===== src/isa_pkg.sv =====
package isa_pkg;

    localparam int REG_IDX_W = 5;               // 32 architectural registers
    localparam int PC_W      = 32;              // byte address into instruction memory

    typedef logic [REG_IDX_W-1:0] reg_idx_t;    // register file index
    typedef logic [PC_W-1:0]      pc_t;         // fetch address

    localparam pc_t PC_STEP = pc_t'(4);         // one 32-bit instruction per fetch

    // Decoded view of the instruction that currently sits in ID.
    // Only the fields that the pipeline control looks at are kept.
    typedef struct packed {
        reg_idx_t src1_idx;                     // first source register
        logic     src1_valid;                   // src1 is really read by this op
        reg_idx_t src2_idx;                     // second source register
        logic     src2_valid;                   // src2 is really read by this op
        reg_idx_t dest_idx;                     // destination register
        logic     reg_write;                    // op writes dest_idx back
        logic     mem_read;                     // load, data comes late from MEM
        logic     branch;                       // compare happens in ID, needs operands early
        logic     input_req;                    // needs keypad data once it reaches MEM
    } instr_desc_t;

endpackage


===== src/hazard_pkg.sv =====
package hazard_pkg;

    // per-stage register action, applied on the next rising edge
    typedef enum logic [1:0] {
        NORMAL = 2'd0,                          // take the value of the stage before
        HOLD   = 2'd1,                          // keep the current value
        NO_OP  = 2'd2                           // load a bubble
    } stage_ctrl_e;

    // what the pipeline is currently dealing with, also shown on the display
    typedef enum logic [2:0] {
        NONE   = 3'd0,
        DATA   = 3'd1,                          // load-use or branch operand not ready
        PAUSE  = 3'd2,                          // user pause, uart rewrite allowed
        UART   = 3'd3,                          // pc ran off the end, waiting for reload
        KEYPAD = 3'd4                           // waiting for user input
    } issue_e;

    typedef enum logic [1:0] {
        IDLE      = 2'd0,                       // one cycle after reset
        EXECUTE   = 2'd1,                       // normal flow
        HAZARD    = 2'd2,                       // data, pause or uart in progress
        INTERRUPT = 2'd3                        // keypad freeze
    } cpu_state_e;

    // one tracked pipeline stage, only what hazard detection needs
    typedef struct packed {
        isa_pkg::reg_idx_t dest_idx;            // register this op will write
        logic              reg_write;           // write-back enabled
        logic              mem_read;            // op is a load
        logic              input_req;           // op wants keypad data in MEM
        logic              no_op;               // stage holds a bubble
    } slot_t;

    typedef struct packed {
        stage_ctrl_e if_ctrl;                   // IF/ID register
        stage_ctrl_e id_ctrl;                   // ID stage, also the consume strobe
        stage_ctrl_e ex_ctrl;
        stage_ctrl_e mem_ctrl;
        stage_ctrl_e wb_ctrl;
    } stage_ctrl_t;

    localparam slot_t SLOT_BUBBLE = '{dest_idx: '0, reg_write: 1'b0, mem_read: 1'b0,
                                      input_req: 1'b0, no_op: 1'b1};

    localparam stage_ctrl_t CTRL_ALL_NORMAL = '{NORMAL, NORMAL, NORMAL, NORMAL, NORMAL};
    localparam stage_ctrl_t CTRL_ALL_HOLD   = '{HOLD, HOLD, HOLD, HOLD, HOLD};

endpackage


===== src/dependency_check.sv =====
`timescale 1ns/100ps

module dependency_check (
    input  isa_pkg::instr_desc_t id_instr,   // op in ID
    input  hazard_pkg::slot_t    ex_slot,    // op in EX
    input  hazard_pkg::slot_t    mem_slot,   // op in MEM
    output logic                 data_hazard // ID must wait this cycle
);
    import isa_pkg::*;
    import hazard_pkg::*;

    logic ex_conflict;                       // ID reads what EX will write
    logic mem_conflict;                      // ID reads what MEM will write

    // true when a real, writing op in the slot targets one of the valid sources
    function automatic logic reads_dest(instr_desc_t instr, slot_t slot);
        logic hit1;
        logic hit2;
        hit1 = instr.src1_valid && (instr.src1_idx == slot.dest_idx);
        hit2 = instr.src2_valid && (instr.src2_idx == slot.dest_idx);
        return slot.reg_write && !slot.no_op && (hit1 || hit2);
    endfunction

    assign ex_conflict  = reads_dest(id_instr, ex_slot);
    assign mem_conflict = reads_dest(id_instr, mem_slot);

    // branches resolve in ID so any pending write blocks them,
    // an ALU op only waits on a load still in EX (forwarding covers the rest)
    assign data_hazard = (id_instr.branch && (ex_conflict || mem_conflict)) ||
                         (ex_slot.mem_read && ex_conflict);

endmodule


===== src/hazard_unit.sv =====
`timescale 1ns/100ps

module hazard_unit (
    input  logic                    clk,
    input  logic                    rst_n,
    input  logic                    data_hazard,     // from dependency_check
    input  logic                    uart_hazard,     // from pc_unit, next fetch out of range
    input  logic                    input_enable,    // from stage_tracker, MEM op wants keypad
    input  logic                    cpu_pause,       // user pause key
    input  logic                    uart_complete,   // reload finished
    input  logic                    input_complete,  // user pressed enter
    output hazard_pkg::stage_ctrl_t ctrl,            // per-stage register action
    output hazard_pkg::issue_e      issue_type,      // for the display
    output logic                    uart_disable,    // low lets the uart write the memories
    output logic                    pc_reset         // one cycle pulse, pc back to 0
);
    import hazard_pkg::*;

    cpu_state_e state_q;
    cpu_state_e state_d;
    issue_e     issue_q;                             // issue being served
    issue_e     issue_d;
    logic       exec_mode;                           // free to pick up a new issue this cycle
    logic       reload_issue;                        // pause or uart wait in progress
    logic       resolved;                            // pause or uart ends this cycle

    // A data stall is transient: it lasts exactly as long as data_hazard is up,
    // so while serving DATA the unit keeps checking every issue like EXECUTE does.
    assign reload_issue = (issue_q == PAUSE) || (issue_q == UART);
    assign exec_mode    = (state_q == EXECUTE) || (state_q == HAZARD && !reload_issue);
    assign resolved     = ((issue_q == UART) && uart_complete) ||
                          ((issue_q == PAUSE) && !cpu_pause && uart_complete);

    always_comb begin
        state_d      = state_q;
        issue_d      = issue_q;
        ctrl         = CTRL_ALL_NORMAL;
        issue_type   = issue_q;
        uart_disable = 1'b1;
        pc_reset     = 1'b0;

        if (state_q == IDLE) begin
            ctrl       = CTRL_ALL_HOLD;              // nothing moves right after reset
            issue_type = NONE;
            state_d    = EXECUTE;
            issue_d    = NONE;
        end else if (state_q == INTERRUPT) begin
            issue_type = KEYPAD;
            if (input_complete) begin
                ctrl    = CTRL_ALL_NORMAL;           // release everything on this edge
                state_d = EXECUTE;
                issue_d = NONE;
            end else begin
                ctrl = CTRL_ALL_HOLD;                // freeze, the input op stays in MEM
            end
        end else if (exec_mode) begin
            // priority: data, pause, uart, keypad
            issue_type = NONE;
            state_d    = EXECUTE;
            issue_d    = NONE;
            if (data_hazard) begin
                ctrl.if_ctrl = HOLD;                 // keep the fetched op
                ctrl.id_ctrl = HOLD;                 // consumer waits in ID
                ctrl.ex_ctrl = NO_OP;                // bubble goes into EX
                issue_type   = DATA;
                state_d      = HAZARD;
                issue_d      = DATA;
            end else if (cpu_pause) begin
                ctrl.if_ctrl = NO_OP;                // drain, older ops finish
                uart_disable = 1'b0;
                issue_type   = PAUSE;
                state_d      = HAZARD;
                issue_d      = PAUSE;
            end else if (uart_hazard) begin
                ctrl.if_ctrl = NO_OP;
                uart_disable = 1'b0;
                issue_type   = UART;
                state_d      = HAZARD;
                issue_d      = UART;
            end else if (input_enable) begin
                ctrl       = CTRL_ALL_HOLD;
                issue_type = KEYPAD;
                state_d    = INTERRUPT;
                issue_d    = KEYPAD;
            end
        end else begin
            // HAZARD serving PAUSE or UART
            ctrl.if_ctrl = NO_OP;                    // keep feeding bubbles
            uart_disable = 1'b0;
            if (resolved) begin
                uart_disable = 1'b1;                 // memories back to cpu side
                pc_reset     = 1'b1;                 // restart from address 0
                state_d      = EXECUTE;
                issue_d      = NONE;
            end else if ((issue_q == UART) && cpu_pause) begin
                issue_type = PAUSE;                  // now the user decides when to resume
                issue_d    = PAUSE;
            end
        end
    end

    always_ff @(posedge clk) begin
        if (!rst_n) begin
            state_q <= IDLE;
            issue_q <= NONE;
        end else begin
            state_q <= state_d;
            issue_q <= issue_d;
        end
    end

endmodule


===== src/pc_unit.sv =====
`timescale 1ns/100ps

module pc_unit #(
    parameter isa_pkg::pc_t PC_MAX = 32'd255         // last valid instruction address
) (
    input  logic                    clk,
    input  logic                    rst_n,
    input  hazard_pkg::stage_ctrl_e if_ctrl,         // advance only on NORMAL
    input  logic                    pc_reset,        // restart after a reload
    output isa_pkg::pc_t            pc,              // current fetch address
    output logic                    uart_hazard      // next fetch is past the end
);
    import isa_pkg::*;
    import hazard_pkg::*;

    logic [PC_W:0] pc_next;                          // extra bit so the compare never wraps

    assign pc_next     = {1'b0, pc} + {1'b0, PC_STEP};
    assign uart_hazard = pc_next > {1'b0, PC_MAX};

    always_ff @(posedge clk) begin
        if (!rst_n) begin
            pc <= '0;
        end else if (pc_reset) begin
            pc <= '0;                                // wins over any stage control
        end else if (if_ctrl == NORMAL) begin
            pc <= pc_next[PC_W-1:0];
        end
        // HOLD and NO_OP keep the address, fetch is stalled or drained
    end

endmodule


===== src/pipeline_ctrl_top.sv =====
`timescale 1ns/100ps

module pipeline_ctrl_top #(
    parameter isa_pkg::pc_t PC_MAX = 32'd255      // end of instruction memory
) (
    input  logic                    clk,
    input  logic                    rst_n,
    input  isa_pkg::instr_desc_t    id_instr,      // op in ID
    input  logic                    cpu_pause,
    input  logic                    uart_complete,
    input  logic                    input_complete,
    output isa_pkg::pc_t            pc,
    output hazard_pkg::stage_ctrl_t ctrl,
    output hazard_pkg::issue_e      issue_type,
    output logic                    uart_disable
);
    import hazard_pkg::*;

    slot_t ex_slot;                                // tracked EX destination
    slot_t mem_slot;                               // tracked MEM destination
    logic  data_hazard;
    logic  uart_hazard;
    logic  input_enable;
    logic  pc_reset;

    hazard_unit i_hazard_unit (
        .clk            (clk),
        .rst_n          (rst_n),
        .data_hazard    (data_hazard),
        .uart_hazard    (uart_hazard),
        .input_enable   (input_enable),
        .cpu_pause      (cpu_pause),
        .uart_complete  (uart_complete),
        .input_complete (input_complete),
        .ctrl           (ctrl),
        .issue_type     (issue_type),
        .uart_disable   (uart_disable),
        .pc_reset       (pc_reset)
    );

    dependency_check i_dependency_check (
        .id_instr    (id_instr),
        .ex_slot     (ex_slot),
        .mem_slot    (mem_slot),
        .data_hazard (data_hazard)
    );

    stage_tracker i_stage_tracker (
        .clk          (clk),
        .rst_n        (rst_n),
        .id_instr     (id_instr),
        .ctrl         (ctrl),
        .ex_slot      (ex_slot),
        .mem_slot     (mem_slot),
        .input_enable (input_enable)
    );

    pc_unit #(
        .PC_MAX (PC_MAX)
    ) i_pc_unit (
        .clk         (clk),
        .rst_n       (rst_n),
        .if_ctrl     (ctrl.if_ctrl),               // only the fetch field moves the pc
        .pc_reset    (pc_reset),
        .pc          (pc),
        .uart_hazard (uart_hazard)
    );

endmodule


===== src/stage_tracker.sv =====
`timescale 1ns/100ps

module stage_tracker (
    input  logic                    clk,
    input  logic                    rst_n,
    input  isa_pkg::instr_desc_t    id_instr,     // op in ID, consumed when id is NORMAL
    input  hazard_pkg::stage_ctrl_t ctrl,         // from hazard_unit
    output hazard_pkg::slot_t       ex_slot,
    output hazard_pkg::slot_t       mem_slot,
    output logic                    input_enable  // MEM op needs keypad data
);
    import isa_pkg::*;
    import hazard_pkg::*;

    slot_t ex_in;                                 // what EX takes on NORMAL

    // keep only what hazard detection needs from the ID descriptor
    function automatic slot_t to_slot(instr_desc_t instr);
        slot_t s;
        s.dest_idx  = instr.dest_idx;
        s.reg_write = instr.reg_write;
        s.mem_read  = instr.mem_read;
        s.input_req = instr.input_req;
        s.no_op     = 1'b0;
        return s;
    endfunction

    // same register rule for every stage
    function automatic slot_t step_slot(stage_ctrl_e c, slot_t cur, slot_t prev);
        case (c)
            NORMAL:  return prev;                 // advance
            NO_OP:   return SLOT_BUBBLE;          // squash
            default: return cur;                  // hold
        endcase
    endfunction

    // an op that is not consumed stays in ID, so EX must not copy it
    assign ex_in = (ctrl.id_ctrl == NORMAL) ? to_slot(id_instr) : SLOT_BUBBLE;

    always_ff @(posedge clk) begin
        if (!rst_n) begin
            ex_slot  <= SLOT_BUBBLE;              // pipeline starts empty
            mem_slot <= SLOT_BUBBLE;
        end else begin
            ex_slot  <= step_slot(ctrl.ex_ctrl, ex_slot, ex_in);
            mem_slot <= step_slot(ctrl.mem_ctrl, mem_slot, ex_slot); // op leaving MEM retires
        end
    end

    assign input_enable = mem_slot.input_req && !mem_slot.no_op; // bubbles never ask

endmodule


===== config.mk =====
export PLATFORM = sky130hd
export DESIGN_NAME = pipeline_ctrl_top
export DESIGN_NICKNAME = d
export VERILOG_FILES = /design/src/isa_pkg.sv /design/src/hazard_pkg.sv /design/src/dependency_check.sv /design/src/hazard_unit.sv /design/src/pc_unit.sv /design/src/pipeline_ctrl_top.sv /design/src/stage_tracker.sv
export SDC_FILE = /design/constraint.sdc
export NUM_CORES = 1
export LEC_CHECK = 0
export ABC_CLOCK_PERIOD_IN_PS = 5300
export BUFFER_PORTS_ARGS = -buffer_cell sky130_fd_sc_hd__buf_2
export CORE_UTILIZATION = 55
export DETAILED_ROUTE_END_ITERATION = 8
export PLACE_DENSITY = 0.8
export RECOVER_POWER = 100
export SLEW_MARGIN = 20
export SYNTH_ARGS = -nofsm -noshare
export SYNTH_HDL_FRONTEND = slang
export SYNTH_SLANG_ARGS = --single-unit

===== constraint.sdc =====
create_clock -name clk -period 5.3 [get_ports clk]
set_clock_uncertainty 0.15 [all_clocks]
set_input_delay 1.06 -clock clk [delete_from_list [all_inputs] [get_ports clk]]
set_output_delay 1.06 -clock clk [all_outputs]
set_load 0.02 [all_outputs]

==> results.toml <==
[floorplan]
start_util_pct = 58.5
dieHeight_um = 82.3
num_rows = 28
die_x_um = 82.3
die_area_um2 = 6770
fp.coreArea_um2 = 6060
ioPinCount = 72

[flow_run]
max-cap-violations = 0

[cells_and_area]
areaGrowthSynthToFinish_pct = 10.1
final_common_cell = "dfxtp_1"
multi_input_area_um2 = 2300
regArea_um2 = 1040
finalNonFillerCells = 578
fillers = 563
finish.net_count = 533
layout_common_cells = "dfxtp_1 (49), nand2_1 (41), nor2_1 (33)"
layout-drive-gt1-share_pct = 14.3
insertedDiodeCount = 0

[timing]
hold_viol = 0
maxSlewViolCount = 0
period_share_pct = 95.9
whs_ps = 318
clock.fmax_mhz = 197
setup_viol = 0
rsz0062_at_grt = "false"
relSlewSlack_pct = 24.6
worst_slew_pin_slew_ps = 1130
finalCriticalPeriod_ps = 5080
layout_setup_ws_ps = 216
tns_ps = 0

[worst_setup_path]
critPathMaxStageDelay_ps = 680
required_ps = 4090
cp_max_fo = 13
ff2ff_path_depth = 11
path_class = "reg -> out"
crit_path_top_delay_cell = "or4_4"
endpoint_kind = "primary output"
cp_data_arrival_time_ps = 3870
crit_chain = "nand4_2, or4_4, or3_1, xnor2_1, or4_1, nor4b_2, nor2_2, inv_2, clkbuf_2"
crit_path_start_kind = "register"

[min_path]
hold_class = "reg -> reg"
min_path_cells = 2

[power]
power_density_nw_per_um2 = 225
cellLeakagePower_nw = 1.41
p_total_w = 0.000877
vdd_drop_max_v = 0.000176

[route]
finalWirelength_um = 9360
drt-pass1-iter-count = 5
wirelength_met1_um = 4360
wl_met2_um = 4350
vias = 3624
wl_met3_um = 559
ant_nets = 0
vias_per_cell = 6.27
top_layer = "met4"
wl_per_cell_um = 16.2
drtIter0Drc = 350
drc = 0

[outcome]
status = "completed"

[synthesis]
ys.flop_type = "dfxtp_1"
syn_area_um2 = 3550
seq_area_frac_synth_pct = 29.3
yosys_warnings = 0
synth_edf_count = 0
yosysUniqueCellTypes = 62
syn_area_per_cell_um2 = 7.81
synth-async-reset-ratio_pct = 0
synthCells = 454
synth-seq-cells = 52

[clock_tree]
cts_tree = "yes"
clk_path_buf_depth = 2
cts_inserted_buffers = 5
post-cts-setup-buffer-count = 0
cts_sinks = 52
clkTransAtPathRegs_ps = 100
clk_latency_ps = 300
clock-root-buffer = "clkbuf_8"
htreeDepth = 2

[placed_design]
portBuffers = 66
gp_congestion = 0.953
post-place-cells = 570
post-place-ws_ps = 456
place_hpwl_um = 6920

[global_route]
overflow = 0
grt_pass1_wl_um = 14800
grt_pass1_vias = 3089
antenna_found_initial = 0
grt_start_max_net_pins = 29
grt_usage_pct = 28.3
## cells in the mapped netlist, types with 2 or more instances
master    number  area (um^2)
a21o_1         3         22.5
a211oi_1       2         15.0
nor4_1        14         87.6
nand4_2        2         25.0
nand4b_1       2         17.5
nand2b_1      11         68.8
nor3_1        12         60.1
or3_1          7         43.8
o211ai_1       2         15.0
o21bai_1       2         15.0
buf_4          9         67.6
nor2_1        34          128
xnor2_1        9         78.8
xor2_1        18          158
inv_1          8         30.0
buf_6          2         22.5
buf_2          5         25.0
or4_1         23          173
nand2_1       41          154
o41ai_1        3         26.3
mux2i_1       12          120
a22oi_1        2         15.0
dfxtp_1       52         1040
ha_1           5         62.6
o21ai_0       15         75.1
and3_1         8         50.1
clkbuf_1      17         63.8
nand4_1       18          113
nor2b_1        2         12.5
or4b_1         2         20.0
or4_4          2         22.5
a21oi_1       29          145
buf_1          3         11.3
and2_1         4         25.0
nand3b_1       2         15.0
nand3_1       21          105
o31ai_1       21          158
a31oi_1        3         18.8
inv_2          2         7.51
a31o_2         3         26.3
## layout make-up
cell class | count | area share, %
Clock buffer | 5 | 1.76
Clock inverter | 3 | 0.545
Inverter | 10 | 0.962
Multi-Input combinational cell | 360 | 58.9
Sequential cell | 52 | 26.8
Tap cell | 75 | 2.40
Timing Repair Buffer | 73 | 8.62
## path summary, 6_finish.rpt
path                          startpoint                          end  slack, ps
max                     i_pc_unit.pc[14]                      ctrl[6]        220
min          i_stage_tracker.mem_slot[3]  i_stage_tracker.mem_slot[3]        320
max reg2reg             i_pc_unit.pc[14]             i_pc_unit.pc[25]        430
min reg2reg  i_stage_tracker.mem_slot[3]  i_stage_tracker.mem_slot[3]        320
## flip-flops by register name, indices dropped and copies added (netlist names)
name / count
i_stage_tracker.mem_slot: 8
i_stage_tracker.ex_slot: 9
i_pc_unit.pc: 30
i_hazard_unit.issue_q: 3
i_hazard_unit.state_q: 2
## critical path, delay by kind of cell (launching register included)
family | cells | cell delay, ps
xor gates and xnor gates | 1 | 180
and+or+nand+nor | 6 | 2620
DFF | 1 | 460
buffers and inverters | 2 | 300
## where the power goes
group / internal, W / total [W] / switching [W]
sequential: 0.000407 / 0.000425 / 0.0000186
combinational: 0.0000663 / 0.000218 / 0.000152
clock: 0.0000942 / 0.000234 / 0.000140
total: 0.000567 / 0.000877 / 0.000310
## per-layer routing
metal / vias to the layer above / GRT usage, %
li1: 1790 / -
met1: 1698 / 41.0
met2: 126 / 44.3
met3: 10 / 4.51
met4: 0 / 5.26
met5: - / 0
## repair_timing
| item | in CTS | in global routing |
|---|---|---|
| hold endpoints to repair | 0 | 0 |
| setup endpoints to repair | 0 | 5 |
| hold buffers | 0 | 0 |
| gates resized for setup | 0 | 6 |
## cell families after synthesis
family | after synthesis | share of synthesized area (%)
buf+inv | 46 | 6.42
simple gates | 210 | 33.1
mux | 12 | 3.39
xor+xnor | 27 | 6.67
compound gates | 101 | 19.3
flops | 52 | 29.3
fa+ha+maj | 5 | 1.76
other cells | 1 | 0.106
## metrics by stage
step                area, um^2  utilization, %
global route              3900            64.4
finish                    3900            64.4
global placement          3850            63.5
CTS                       3940            65.0
floorplan                 3560               -
detailed placement        3850            63.5
(Power assumes the default switching activity.)
